## src/logic/mipsPkg.sv

```systemverilog
package mipsPkg;

    // Widths fixed by the ISA
    typedef logic [31:0] word_t;
    typedef logic [4:0]  regIdx_t;
    typedef logic [5:0]  opcode_t;
    typedef logic [5:0]  funct_t;
    typedef logic [15:0] imm_t;

    typedef enum logic [2:0] {
        aluAdd,
        aluSub,
        aluAnd,
        aluOr,
        aluSlt,
        aluSll,
        aluLui
    } aluOp_t;

    // Destination register choice in E
    typedef enum logic [1:0] {
        dstRd,
        dstRt,
        dstRa
    } regDst_t;

    // Link register written by jal
    localparam regIdx_t regRa = 5'd31;

    // Primary opcodes
    localparam opcode_t opSpecial = 6'b000000;
    localparam opcode_t opJ       = 6'b000010;
    localparam opcode_t opJal     = 6'b000011;
    localparam opcode_t opBeq     = 6'b000100;
    localparam opcode_t opBne     = 6'b000101;
    localparam opcode_t opAddiu   = 6'b001001;
    localparam opcode_t opAndi    = 6'b001100;
    localparam opcode_t opOri     = 6'b001101;
    localparam opcode_t opLui     = 6'b001111;
    localparam opcode_t opLw      = 6'b100011;
    localparam opcode_t opSw      = 6'b101011;

    // Function codes under opSpecial
    localparam funct_t fnSll  = 6'b000000;
    localparam funct_t fnAddu = 6'b100001;
    localparam funct_t fnSubu = 6'b100011;
    localparam funct_t fnAnd  = 6'b100100;
    localparam funct_t fnOr   = 6'b100101;
    localparam funct_t fnSlt  = 6'b101010;

endpackage

```

## src/logic/pcUnit.sv

```systemverilog
`timescale 1ns/1ns

module pcUnit #(
    parameter mipsPkg::word_t resetPc = '0
) (
    input  logic           clk,
    input  logic           reset,
    input  logic           branchTaken,
    input  mipsPkg::word_t branchTarget,
    input  logic           isJump,
    input  mipsPkg::word_t jumpTarget,
    output mipsPkg::word_t pcF,
    output logic           instEn
);
    import mipsPkg::*;

    word_t pcPlus4;
    word_t nextPc;

    assign pcPlus4 = pcF + 32'd4;

    // Jump wins over branch, branch over sequential
    always_comb begin
        if (isJump) begin
            nextPc = jumpTarget;
        end else if (branchTaken) begin
            nextPc = branchTarget;
        end else begin
            nextPc = pcPlus4;
        end
    end

    // PC holds until fetch is enabled, so resetPc is fetched first
    always_ff @(posedge clk) begin
        if (reset) begin
            pcF    <= resetPc;
            instEn <= 1'b0;
        end else begin
            instEn <= 1'b1;
            if (instEn) begin
                pcF <= nextPc;
            end
        end
    end

    pcAligned: assert property (@(posedge clk) disable iff (reset) instEn |-> pcF[1:0] == 2'b00)
        else $error("PC not word aligned: %h", pcF);

endmodule

```

## src/logic/controlDecoder.sv

```systemverilog
`timescale 1ns/1ns

module controlDecoder (
    input  logic             clk,
    input  logic             reset,
    input  mipsPkg::word_t   instr,
    output logic             signExt,
    output logic             isBranch,
    output logic             branchNe,
    output logic             isJump,
    output logic             isLink,
    output mipsPkg::regDst_t regDstE,
    output logic             aluSrcE,
    output mipsPkg::aluOp_t  aluOpE,
    output logic             memReadM,
    output logic             memWriteM,
    output logic             regWriteW,
    output logic             memToRegW
);
    import mipsPkg::*;

    opcode_t    opcode;
    funct_t     funct;
    logic [1:0] startup;
    logic       validD;
    logic       branchD;
    logic       jumpD;
    logic       linkD;
    regDst_t    regDstD;
    logic       aluSrcD;
    aluOp_t     aluOpD;
    logic       memReadD;
    logic       memWriteD;
    logic       regWriteD;
    logic       memToRegD;
    logic       memReadE;
    logic       memWriteE;
    logic       regWriteE;
    logic       memToRegE;
    logic       regWriteM;
    logic       memToRegM;

    assign opcode = instr[31:26];
    assign funct  = instr[5:0];

    // Main and ALU decode in one place; anything unknown is a nop
    always_comb begin
        signExt   = 1'b0;
        branchD   = 1'b0;
        branchNe  = 1'b0;
        jumpD     = 1'b0;
        linkD     = 1'b0;
        regDstD   = dstRt;
        aluSrcD   = 1'b1;
        aluOpD    = aluAdd;
        memReadD  = 1'b0;
        memWriteD = 1'b0;
        regWriteD = 1'b0;
        memToRegD = 1'b0;
        case (opcode)
            opSpecial: begin
                regDstD   = dstRd;
                aluSrcD   = 1'b0;
                regWriteD = 1'b1;
                case (funct)
                    fnAddu:  aluOpD = aluAdd;
                    fnSubu:  aluOpD = aluSub;
                    fnAnd:   aluOpD = aluAnd;
                    fnOr:    aluOpD = aluOr;
                    fnSlt:   aluOpD = aluSlt;
                    fnSll:   aluOpD = aluSll;
                    default: regWriteD = 1'b0;
                endcase
            end
            opAddiu: begin
                signExt   = 1'b1;
                regWriteD = 1'b1;
            end
            opAndi: begin
                aluOpD    = aluAnd;
                regWriteD = 1'b1;
            end
            opOri: begin
                aluOpD    = aluOr;
                regWriteD = 1'b1;
            end
            opLui: begin
                aluOpD    = aluLui;
                regWriteD = 1'b1;
            end
            opLw: begin
                signExt   = 1'b1;
                memReadD  = 1'b1;
                memToRegD = 1'b1;
                regWriteD = 1'b1;
            end
            opSw: begin
                signExt   = 1'b1;
                memWriteD = 1'b1;
            end
            opBeq: begin
                signExt = 1'b1;
                branchD = 1'b1;
            end
            opBne: begin
                signExt  = 1'b1;
                branchD  = 1'b1;
                branchNe = 1'b1;
            end
            opJ: jumpD = 1'b1;
            opJal: begin
                jumpD     = 1'b1;
                linkD     = 1'b1;
                regDstD   = dstRa;
                aluSrcD   = 1'b0;
                regWriteD = 1'b1;
            end
            default: ;
        endcase
    end

    // D holds a fetched word two cycles after reset releases
    assign validD   = startup[1];
    assign isBranch = validD & branchD;
    assign isJump   = validD & jumpD;
    assign isLink   = validD & linkD;

    always_ff @(posedge clk) begin
        if (reset) begin
            startup   <= 2'b00;
            regDstE   <= dstRd;
            aluSrcE   <= 1'b0;
            aluOpE    <= aluAdd;
            memReadE  <= 1'b0;
            memWriteE <= 1'b0;
            regWriteE <= 1'b0;
            memToRegE <= 1'b0;
            memReadM  <= 1'b0;
            memWriteM <= 1'b0;
            regWriteM <= 1'b0;
            memToRegM <= 1'b0;
            regWriteW <= 1'b0;
            memToRegW <= 1'b0;
        end else begin
            startup   <= {startup[0], 1'b1};
            regDstE   <= regDstD;
            aluSrcE   <= aluSrcD;
            aluOpE    <= aluOpD;
            memReadE  <= validD & memReadD;
            memWriteE <= validD & memWriteD;
            regWriteE <= validD & regWriteD;
            memToRegE <= memToRegD;
            memReadM  <= memReadE;
            memWriteM <= memWriteE;
            regWriteM <= regWriteE;
            memToRegM <= memToRegE;
            regWriteW <= regWriteM;
            memToRegW <= memToRegM;
        end
    end

    memExclusive: assert property (@(posedge clk) disable iff (reset) !(memReadM && memWriteM))
        else $error("Load and store both active in M");

endmodule

```

## src/logic/regFile.sv

```systemverilog
`timescale 1ns/1ns

module regFile (
    input  logic             clk,
    input  logic             writeEn,
    input  mipsPkg::regIdx_t readAddrA,
    input  mipsPkg::regIdx_t readAddrB,
    input  mipsPkg::regIdx_t writeAddr,
    input  mipsPkg::word_t   writeData,
    output mipsPkg::word_t   readDataA,
    output mipsPkg::word_t   readDataB
);
    import mipsPkg::*;

    word_t regs [32];

    // Register 0 reads zero, a same-cycle write passes straight through
    function automatic word_t readPort(input regIdx_t addr);
        word_t value;
        if (addr == '0) begin
            value = '0;
        end else if (writeEn && addr == writeAddr) begin
            value = writeData;
        end else begin
            value = regs[addr];
        end
        return value;
    endfunction

    always_comb begin
        readDataA = readPort(readAddrA);
        readDataB = readPort(readAddrB);
    end

    always_ff @(posedge clk) begin
        if (writeEn && writeAddr != '0) begin
            regs[writeAddr] <= writeData;
        end
    end

endmodule

```

## src/logic/alu.sv

```systemverilog
`timescale 1ns/1ns

module alu (
    input  mipsPkg::word_t   srcA,
    input  mipsPkg::word_t   srcB,
    input  mipsPkg::regIdx_t shamt,
    input  mipsPkg::aluOp_t  op,
    output mipsPkg::word_t   result
);
    import mipsPkg::*;

    logic lessThan;

    // slt compares as signed
    assign lessThan = $signed(srcA) < $signed(srcB);

    always_comb begin
        case (op)
            aluAdd: begin
                result = srcA + srcB;
            end
            aluSub: begin
                result = srcA - srcB;
            end
            aluAnd: begin
                result = srcA & srcB;
            end
            aluOr: begin
                result = srcA | srcB;
            end
            aluSlt: begin
                result = {31'b0, lessThan};
            end
            aluSll: begin
                result = srcB << shamt;
            end
            // Immediate moved to the upper half
            aluLui: begin
                result = {srcB[15:0], 16'h0000};
            end
            default: begin
                result = '0;
            end
        endcase
    end

endmodule

```

## src/logic/datapath.sv

```systemverilog
`timescale 1ns/1ns

module datapath (
    input  logic             clk,
    input  logic             reset,
    input  mipsPkg::word_t   instr,
    input  mipsPkg::word_t   pcF,
    input  mipsPkg::word_t   memRdata,
    input  logic             signExt,
    input  logic             isBranch,
    input  logic             branchNe,
    input  logic             isLink,
    input  mipsPkg::regDst_t regDstE,
    input  logic             aluSrcE,
    input  mipsPkg::aluOp_t  aluOpE,
    input  logic             memReadM,
    input  logic             memWriteM,
    input  logic             regWriteW,
    input  logic             memToRegW,
    output logic             branchTaken,
    output mipsPkg::word_t   branchTarget,
    output mipsPkg::word_t   jumpTarget,
    output logic             memEn,
    output logic [3:0]       memWen,
    output mipsPkg::word_t   memAddr,
    output mipsPkg::word_t   memWdata
);
    import mipsPkg::*;

    // D stage
    word_t   pcD;
    word_t   pcPlus4D;
    word_t   pcPlus8D;
    regIdx_t rsD;
    regIdx_t rtD;
    regIdx_t rdD;
    regIdx_t shamtD;
    imm_t    immFieldD;
    word_t   immD;
    word_t   readDataA;
    word_t   readDataB;
    word_t   srcAD;
    word_t   srcBD;
    logic    equalD;
    // E stage
    word_t   srcAE;
    word_t   srcBE;
    word_t   immE;
    word_t   aluBE;
    word_t   aluOutE;
    regIdx_t rtE;
    regIdx_t rdE;
    regIdx_t shamtE;
    regIdx_t writeRegE;
    // M and W stages
    word_t   aluOutM;
    word_t   writeDataM;
    regIdx_t writeRegM;
    word_t   aluOutW;
    regIdx_t writeRegW;
    word_t   resultW;

    assign rsD       = instr[25:21];
    assign rtD       = instr[20:16];
    assign rdD       = instr[15:11];
    assign shamtD    = instr[10:6];
    assign immFieldD = instr[15:0];

    assign pcPlus4D = pcD + 32'd4;
    assign pcPlus8D = pcD + 32'd8;
    assign immD     = signExt ? {{16{immFieldD[15]}}, immFieldD} : {16'h0000, immFieldD};

    assign branchTarget = pcPlus4D + {immD[29:0], 2'b00};
    assign jumpTarget   = {pcPlus4D[31:28], instr[25:0], 2'b00};

    regFile regs (
        .clk       (clk),
        .writeEn   (regWriteW),
        .readAddrA (rsD),
        .readAddrB (rtD),
        .writeAddr (writeRegW),
        .writeData (resultW),
        .readDataA (readDataA),
        .readDataB (readDataB)
    );

    // Branch resolved in D
    assign equalD      = readDataA == readDataB;
    assign branchTaken = isBranch & (equalD ^ branchNe);

    // jal goes through the ALU as PC+8 plus zero
    assign srcAD = isLink ? pcPlus8D : readDataA;
    assign srcBD = isLink ? '0 : readDataB;

    // Payload registers for every stage boundary
    always_ff @(posedge clk) begin
        pcD        <= pcF;
        srcAE      <= srcAD;
        srcBE      <= srcBD;
        immE       <= immD;
        rtE        <= rtD;
        rdE        <= rdD;
        shamtE     <= shamtD;
        aluOutM    <= aluOutE;
        writeDataM <= srcBE;
        writeRegM  <= writeRegE;
        aluOutW    <= aluOutM;
        writeRegW  <= writeRegM;
    end

    assign aluBE = aluSrcE ? immE : srcBE;

    always_comb begin
        case (regDstE)
            dstRd:   writeRegE = rdE;
            dstRt:   writeRegE = rtE;
            default: writeRegE = regRa;
        endcase
    end

    alu alu0 (
        .srcA   (srcAE),
        .srcB   (aluBE),
        .shamt  (shamtE),
        .op     (aluOpE),
        .result (aluOutE)
    );

    // Word accesses only
    assign memEn    = memReadM | memWriteM;
    assign memWen   = {4{memWriteM}};
    assign memAddr  = aluOutM;
    assign memWdata = writeDataM;

    assign resultW = memToRegW ? memRdata : aluOutW;

    memAligned: assert property (@(posedge clk) disable iff (reset) memEn |-> memAddr[1:0] == 2'b00)
        else $error("Unaligned data access at %h", memAddr);

endmodule

```

## src/logic/mipsCore.sv

```systemverilog
`timescale 1ns/1ns

module mipsCore #(
    parameter mipsPkg::word_t resetPc = '0
) (
    input  logic           clk,
    input  logic           reset,
    input  mipsPkg::word_t instr,
    input  mipsPkg::word_t memRdata,
    output mipsPkg::word_t instAddr,
    output logic           instEn,
    output logic           memEn,
    output logic [3:0]     memWen,
    output mipsPkg::word_t memAddr,
    output mipsPkg::word_t memWdata
);
    import mipsPkg::*;

    word_t   pcF;
    word_t   branchTarget;
    word_t   jumpTarget;
    logic    branchTaken;
    logic    signExt;
    logic    isBranch;
    logic    branchNe;
    logic    isJump;
    logic    isLink;
    regDst_t regDstE;
    logic    aluSrcE;
    aluOp_t  aluOpE;
    logic    memReadM;
    logic    memWriteM;
    logic    regWriteW;
    logic    memToRegW;

    assign instAddr = pcF;

    pcUnit #(
        .resetPc (resetPc)
    ) pc0 (
        .clk          (clk),
        .reset        (reset),
        .branchTaken  (branchTaken),
        .branchTarget (branchTarget),
        .isJump       (isJump),
        .jumpTarget   (jumpTarget),
        .pcF          (pcF),
        .instEn       (instEn)
    );

    controlDecoder ctrl0 (
        .clk       (clk),
        .reset     (reset),
        .instr     (instr),
        .signExt   (signExt),
        .isBranch  (isBranch),
        .branchNe  (branchNe),
        .isJump    (isJump),
        .isLink    (isLink),
        .regDstE   (regDstE),
        .aluSrcE   (aluSrcE),
        .aluOpE    (aluOpE),
        .memReadM  (memReadM),
        .memWriteM (memWriteM),
        .regWriteW (regWriteW),
        .memToRegW (memToRegW)
    );

    datapath dp0 (
        .clk          (clk),
        .reset        (reset),
        .instr        (instr),
        .pcF          (pcF),
        .memRdata     (memRdata),
        .signExt      (signExt),
        .isBranch     (isBranch),
        .branchNe     (branchNe),
        .isLink       (isLink),
        .regDstE      (regDstE),
        .aluSrcE      (aluSrcE),
        .aluOpE       (aluOpE),
        .memReadM     (memReadM),
        .memWriteM    (memWriteM),
        .regWriteW    (regWriteW),
        .memToRegW    (memToRegW),
        .branchTaken  (branchTaken),
        .branchTarget (branchTarget),
        .jumpTarget   (jumpTarget),
        .memEn        (memEn),
        .memWen       (memWen),
        .memAddr      (memAddr),
        .memWdata     (memWdata)
    );

endmodule

```

## config.mk

```make
export PLATFORM = sky130hd
export DESIGN_NAME = mipsCore
export DESIGN_NICKNAME = d
export VERILOG_FILES = /design/src/logic/mipsPkg.sv /design/src/logic/pcUnit.sv /design/src/logic/controlDecoder.sv /design/src/logic/regFile.sv /design/src/logic/alu.sv /design/src/logic/datapath.sv /design/src/logic/mipsCore.sv
export SDC_FILE = /design/constraint.sdc
export NUM_CORES = 2
export LEC_CHECK = 0
export BUFFER_PORTS_ARGS = -buffer_cell sky130_fd_sc_hd__buf_4
export CORE_ASPECT_RATIO = 0.9
export CORE_MARGIN = 2
export CORE_UTILIZATION = 47
export CTS_CLUSTER_SIZE = 16
export DETAILED_ROUTE_END_ITERATION = 6
export PLACE_DENSITY = 0.62
export SETUP_SLACK_MARGIN = 0.02
export SLEW_MARGIN = 20
export SYNTH_ARGS = -nofsm -noshare
export SYNTH_HDL_FRONTEND = slang
export SYNTH_HIERARCHICAL = 1
export SYNTH_SLANG_ARGS = --single-unit
```

## constraint.sdc

```tcl
create_clock -name clk -period 12.7 [get_ports clk]
set_input_delay 0.635 -clock clk [delete_from_list [all_inputs] [get_ports clk]]
set_output_delay 0.635 -clock clk [all_outputs]
set_load 0.005 [all_outputs]
```

==> summary.json <==
{
  "timing_worst_slew_pin_value_ns": 1.12,
  "powerDensity_nw_per_um2": 152,
  "detailedPlace.worstSlack_ns": 5.12,
  "drt_wl_total_mm": 241,
  "vias_per_cell": 6.90,
  "vias_in_the_first_global_route": 44800,
  "die_extent_in_y_um": 361,
  "global_placer_s_final_weighted_congestion": 0.974,
  "fmaxAchievable_ghz": 0.138,
  "cpMaxStageDelayCell": "o31ai_1",
  "drt_first_iter_violations": 7943,
  "ys_types": 107,
  "core_um2": 141000,
  "synth_top_family_by_area": "multiplexers",
  "placementRows": 131,
  "synth_top_area_share_pct": 46.2,
  "post_cts_resize_count": 0,
  "combined_area_of_the_multi_input_logic_cells_um2": 28400,
  "critical-path-max-stage-delay_ns": 0.92,
  "post_route_cells_drive_above_1_share_pct": 22.5,
  "worst_clock_skew_ns": 0.0368,
  "synthArstFlopShare_pct": 0,
  "synth_compound_gate_area_share_pct": 10.8,
  "die_width_um": 401,
  "clock_path_buffers": 3,
  "min_path_type": "input pin to flip-flop",
  "final.setup.tns_ns": 0,
  "timing_worst_setup_path_type": "input pin to flip-flop",
  "combinationalPowerShare_pct": 17.5,
  "synth_enable_flop_cells": 1024,
  "clk_pin_slew_ns": 0.06,
  "power_switching_uw": 3220,
  "number_of_antenna_violations_at_the_first_check_in_global_routing": 13,
  "synthesized_area_fraction_occupied_by_adder_cells_pct": 2.59,
  "slew_violations": 0,
  "worstPathRequired_ns": 13.38,
  "share_clk_of_total_power_pct": 36.2,
  "post_synth_main_area_contributors": "edfxtp_1, mux4_2, dfxtp_1",
  "worstSetupEndpointType": "flip-flop",
  "htree_num_levels": 4,
  "synthFlopType": "edfxtp_1",
  "vdd_drop_max_mv": 0.161,
  "power.sequential.fraction_pct": 46.3,
  "cp.arrival_ns": 7.91,
  "syn2layout_area_growth_pct": 11.5,
  "sequential_cell_area_um2": 36300,
  "internal_cell_power_uw": 8080,
  "design_power_total_uw": 11300,
  "count_of_unresolved_drc_violations_after_routing": 1,
  "cts.root.buffer_cell": "clkbuf_16",
  "grt.total_usage_pct": 32.8,
  "postSynthRegisterBits": 1299,
  "final.hold.worst_slack_ns": 0.0482,
  "cp_cell_sequence": "buf_8 -> buf_4 -> or3b_2 -> buf_4 -> o221ai_1 -> a221oi_1 -> o31ai_1 -> xor2_1 -> nor4_1 -> nand4_1 -> or3_1 -> a21boi_1 -> buf_4 -> nor2b_1 -> buf_4 -> a22o_1 -> a21o_1 -> a21oi_1 -> nor4_1",
  "detail_route.wl_per_cell_um": 35.2,
  "drt.antenna.violating_nets": 0,
  "post_synthesis_simple_gate_area_fraction_pct": 6.63,
  "tritoncts_num_sinks": 1299,
  "synth.yosys.seq_area_share_pct": 54.4,
  "initial_core_util_pct": 47.1,
  "postSynthCellCount": 4800,
  "violations": "DRC",
  "period_minus_slack_ns": 7.23,
  "grt_first_pass_wirelength_mm": 338,
  "timing.max_cap.violations": 0,
  "ios": 168,
  "cts_tree": "built",
  "filler_cell_count": 11800,
  "finalNetCount": 5085,
  "post-route-period-util_pct": 56.9,
  "muxShareOfSynthArea_pct": 20.2,
  "routed-via-count": 47300,
  "portBuffers": 167,
  "post-route-cell-area_um2": 74300,
  "die_area_um2": 145000,
  "run_status": "complete, but fails checks",
  "finalHoldViolations": 0,
  "setup.reg_to_reg.worst_slack_ns": 6.35,
  "cts_hold_repair.buffers": 7,
  "globalRouteOverflowTotal": 0,
  "share_of_the_synthesized_netlist_area_taken_by_xor_and_xnor_gates_pct": 1.72,
  "synth.avg_cell_area_um2": 13.9,
  "post-cts-setup-buffers": 0,
  "clk_latency_ns": 0.79,
  "critical_path.most_common_cell": "buf_4",
  "hpwl_mm": 157,
  "crit_path_start_kind": "input pin",
  "highest_net_fanout_along_the_worst_path": 63,
  "synth_area_leader_cell": "edfxtp_1",
  "numCtsBuffers": 134,
  "synth.yosys.warnings": 6,
  "leakagePower_uw": 0.0259,
  "setup_viol": 0,
  "firstDrtPassIters": 7,
  "grt_start_max_net_pins": 100,
  "rsz_0062_raised_after_global_routing": "false",
  "dpl-instance-area_um2": 69700,
  "timing.final.ws_setup_ns": 5.47,
  "relSlewSlack_pct": 25.4,
  "cell_area_after_technology_mapping_um2": 66600,
  "power_switching_share_pct": 28.5
}
-- power by group through the flow --
stage	Clock [uW]	Combinational, uW	Sequential, uW
2_1_floorplan	0	1110	5250
3_3_place_gp	0	1900	5310
3_5_place_dp	0	1910	5310
4_1_cts	4130	1910	5220
5_1_grt	4300	2060	5240
6_report	4090	1980	5230
-- worst max-delay path, delay by kind of cell --
family                    cells  cell delay (ns)
AOI/OAI and AO/OA             7             2.37
and+or+nand+nor               6             2.26
buffers and inverters         5             2.17
xor gates and xnor gates      1             0.15
-- synthesized netlist by cell type (all sizes together), types with 71 or more instances --
cell type	number
ha	133
o21ai	181
dfxtp	275
buf	202
a22oi	108
edfxtp	1024
mux2i	261
nor2	292
o22ai	72
mux4	433
nand2	225
nand3	71
nor2b	73
clkbuf	170
inv	136
a21oi	195
mux2	95
-- sequential cells by signal, summed over array words and instances, names as in the netlist, 2 cells and up --
register       cells
dp0/immE          10
ctrl0/regDstE      2
dp0/srcBE         32
dp0/writeRegM      5
dp0/writeRegW      5
dp0/srcAE         32
dp0/aluOutW       32
dp0/pcD           32
dp0/regs/regs   1024
ctrl0/startup      2
dp0/rdE            4
dp0/rtE            5
dp0/memAddr       32
ctrl0/aluOpE       3
dp0/shamtE         4
pc0/pcF           32
dp0/memWdata      32
-- cell usage in the layout, fill, tap and decap left out, types with 20 or more instances in the layout --
cell,synthesis,routed
mux2_2,95,95
nor2_1,291,258
mux4_2,433,433
nor4_1,28,27
a211oi_1,40,40
clkbuf_16,0,144
edfxtp_1,1024,1024
nand3_1,69,69
inv_1,132,132
nor2b_1,73,68
clkinv_1,0,21
o21ai_0,172,171
conb_1,2,34
nor2_4,0,33
nor3_1,44,42
clkbuf_1,168,20
xnor2_1,64,64
o211ai_1,22,22
o22ai_1,72,72
buf_4,73,271
a21oi_1,190,190
ha_1,133,133
a22oi_1,108,108
a2111oi_0,27,26
dfxtp_1,275,272
nand4_1,33,33
mux2i_1,261,261
a221oi_1,59,59
nand2b_1,20,20
and3_1,23,23
xor2_1,65,65
a21o_1,42,42
nand2_1,224,224
o221ai_1,33,33
a22o_1,60,60
-- through the flow --
stage | instances | utilization, %
2_1_floorplan | 4832 | -
3_3_place_gp | 6601 | 49.3
3_5_place_dp | 6602 | 49.3
4_1_cts | 6851 | 52.6
5_1_grt | 6851 | 52.6
6_report | 6853 | 52.6
-- worst paths after layout --
kind                     from                to  cells after the start
max                 instr[22]       pc0/pcF[23]                     19
min                  instr[6]     dp0/shamtE[0]                      1
max reg2reg  dp0/writeRegW[4]       pc0/pcF[23]                     18
min reg2reg  dp0/writeRegM[3]  dp0/writeRegW[3]                      0
-- logic make-up (layout without fill, tap and decap cells) --
group | Yosys count | after routing
flops | 1299 | 1299
compound gates | 1030 | 1030
simple gates | 906 | 906
mux | 789 | 789
buf+inv | 508 | 665
fa+ha+maj | 136 | 136
xor+xnor | 130 | 130
other cells | 2 | 36
-- layout make-up --
cell class              instances  share of cell area [%]
inverters                     136                   0.687
well taps                    1862                    3.14
diodes                          2                 0.00674
clock inverters                67                   0.943
multi-input cells            3025                    38.2
repair buffers                287                    3.06
clock buffers                 175                    5.15
flip-flops and latches       1299                    48.8
-- routing by layer --
| layer | part of all wire (%) | GRT usage (%) |
|---|---|---|
| met4 | 5.4 | 16.0 |
| met2 | 43 | 48.0 |
| met1 | 39 | 45.8 |
| met5 | 0.042 | 0 |
| met3 | 12 | 7.91 |
Note: power is estimated with default switching activity, not from simulation.
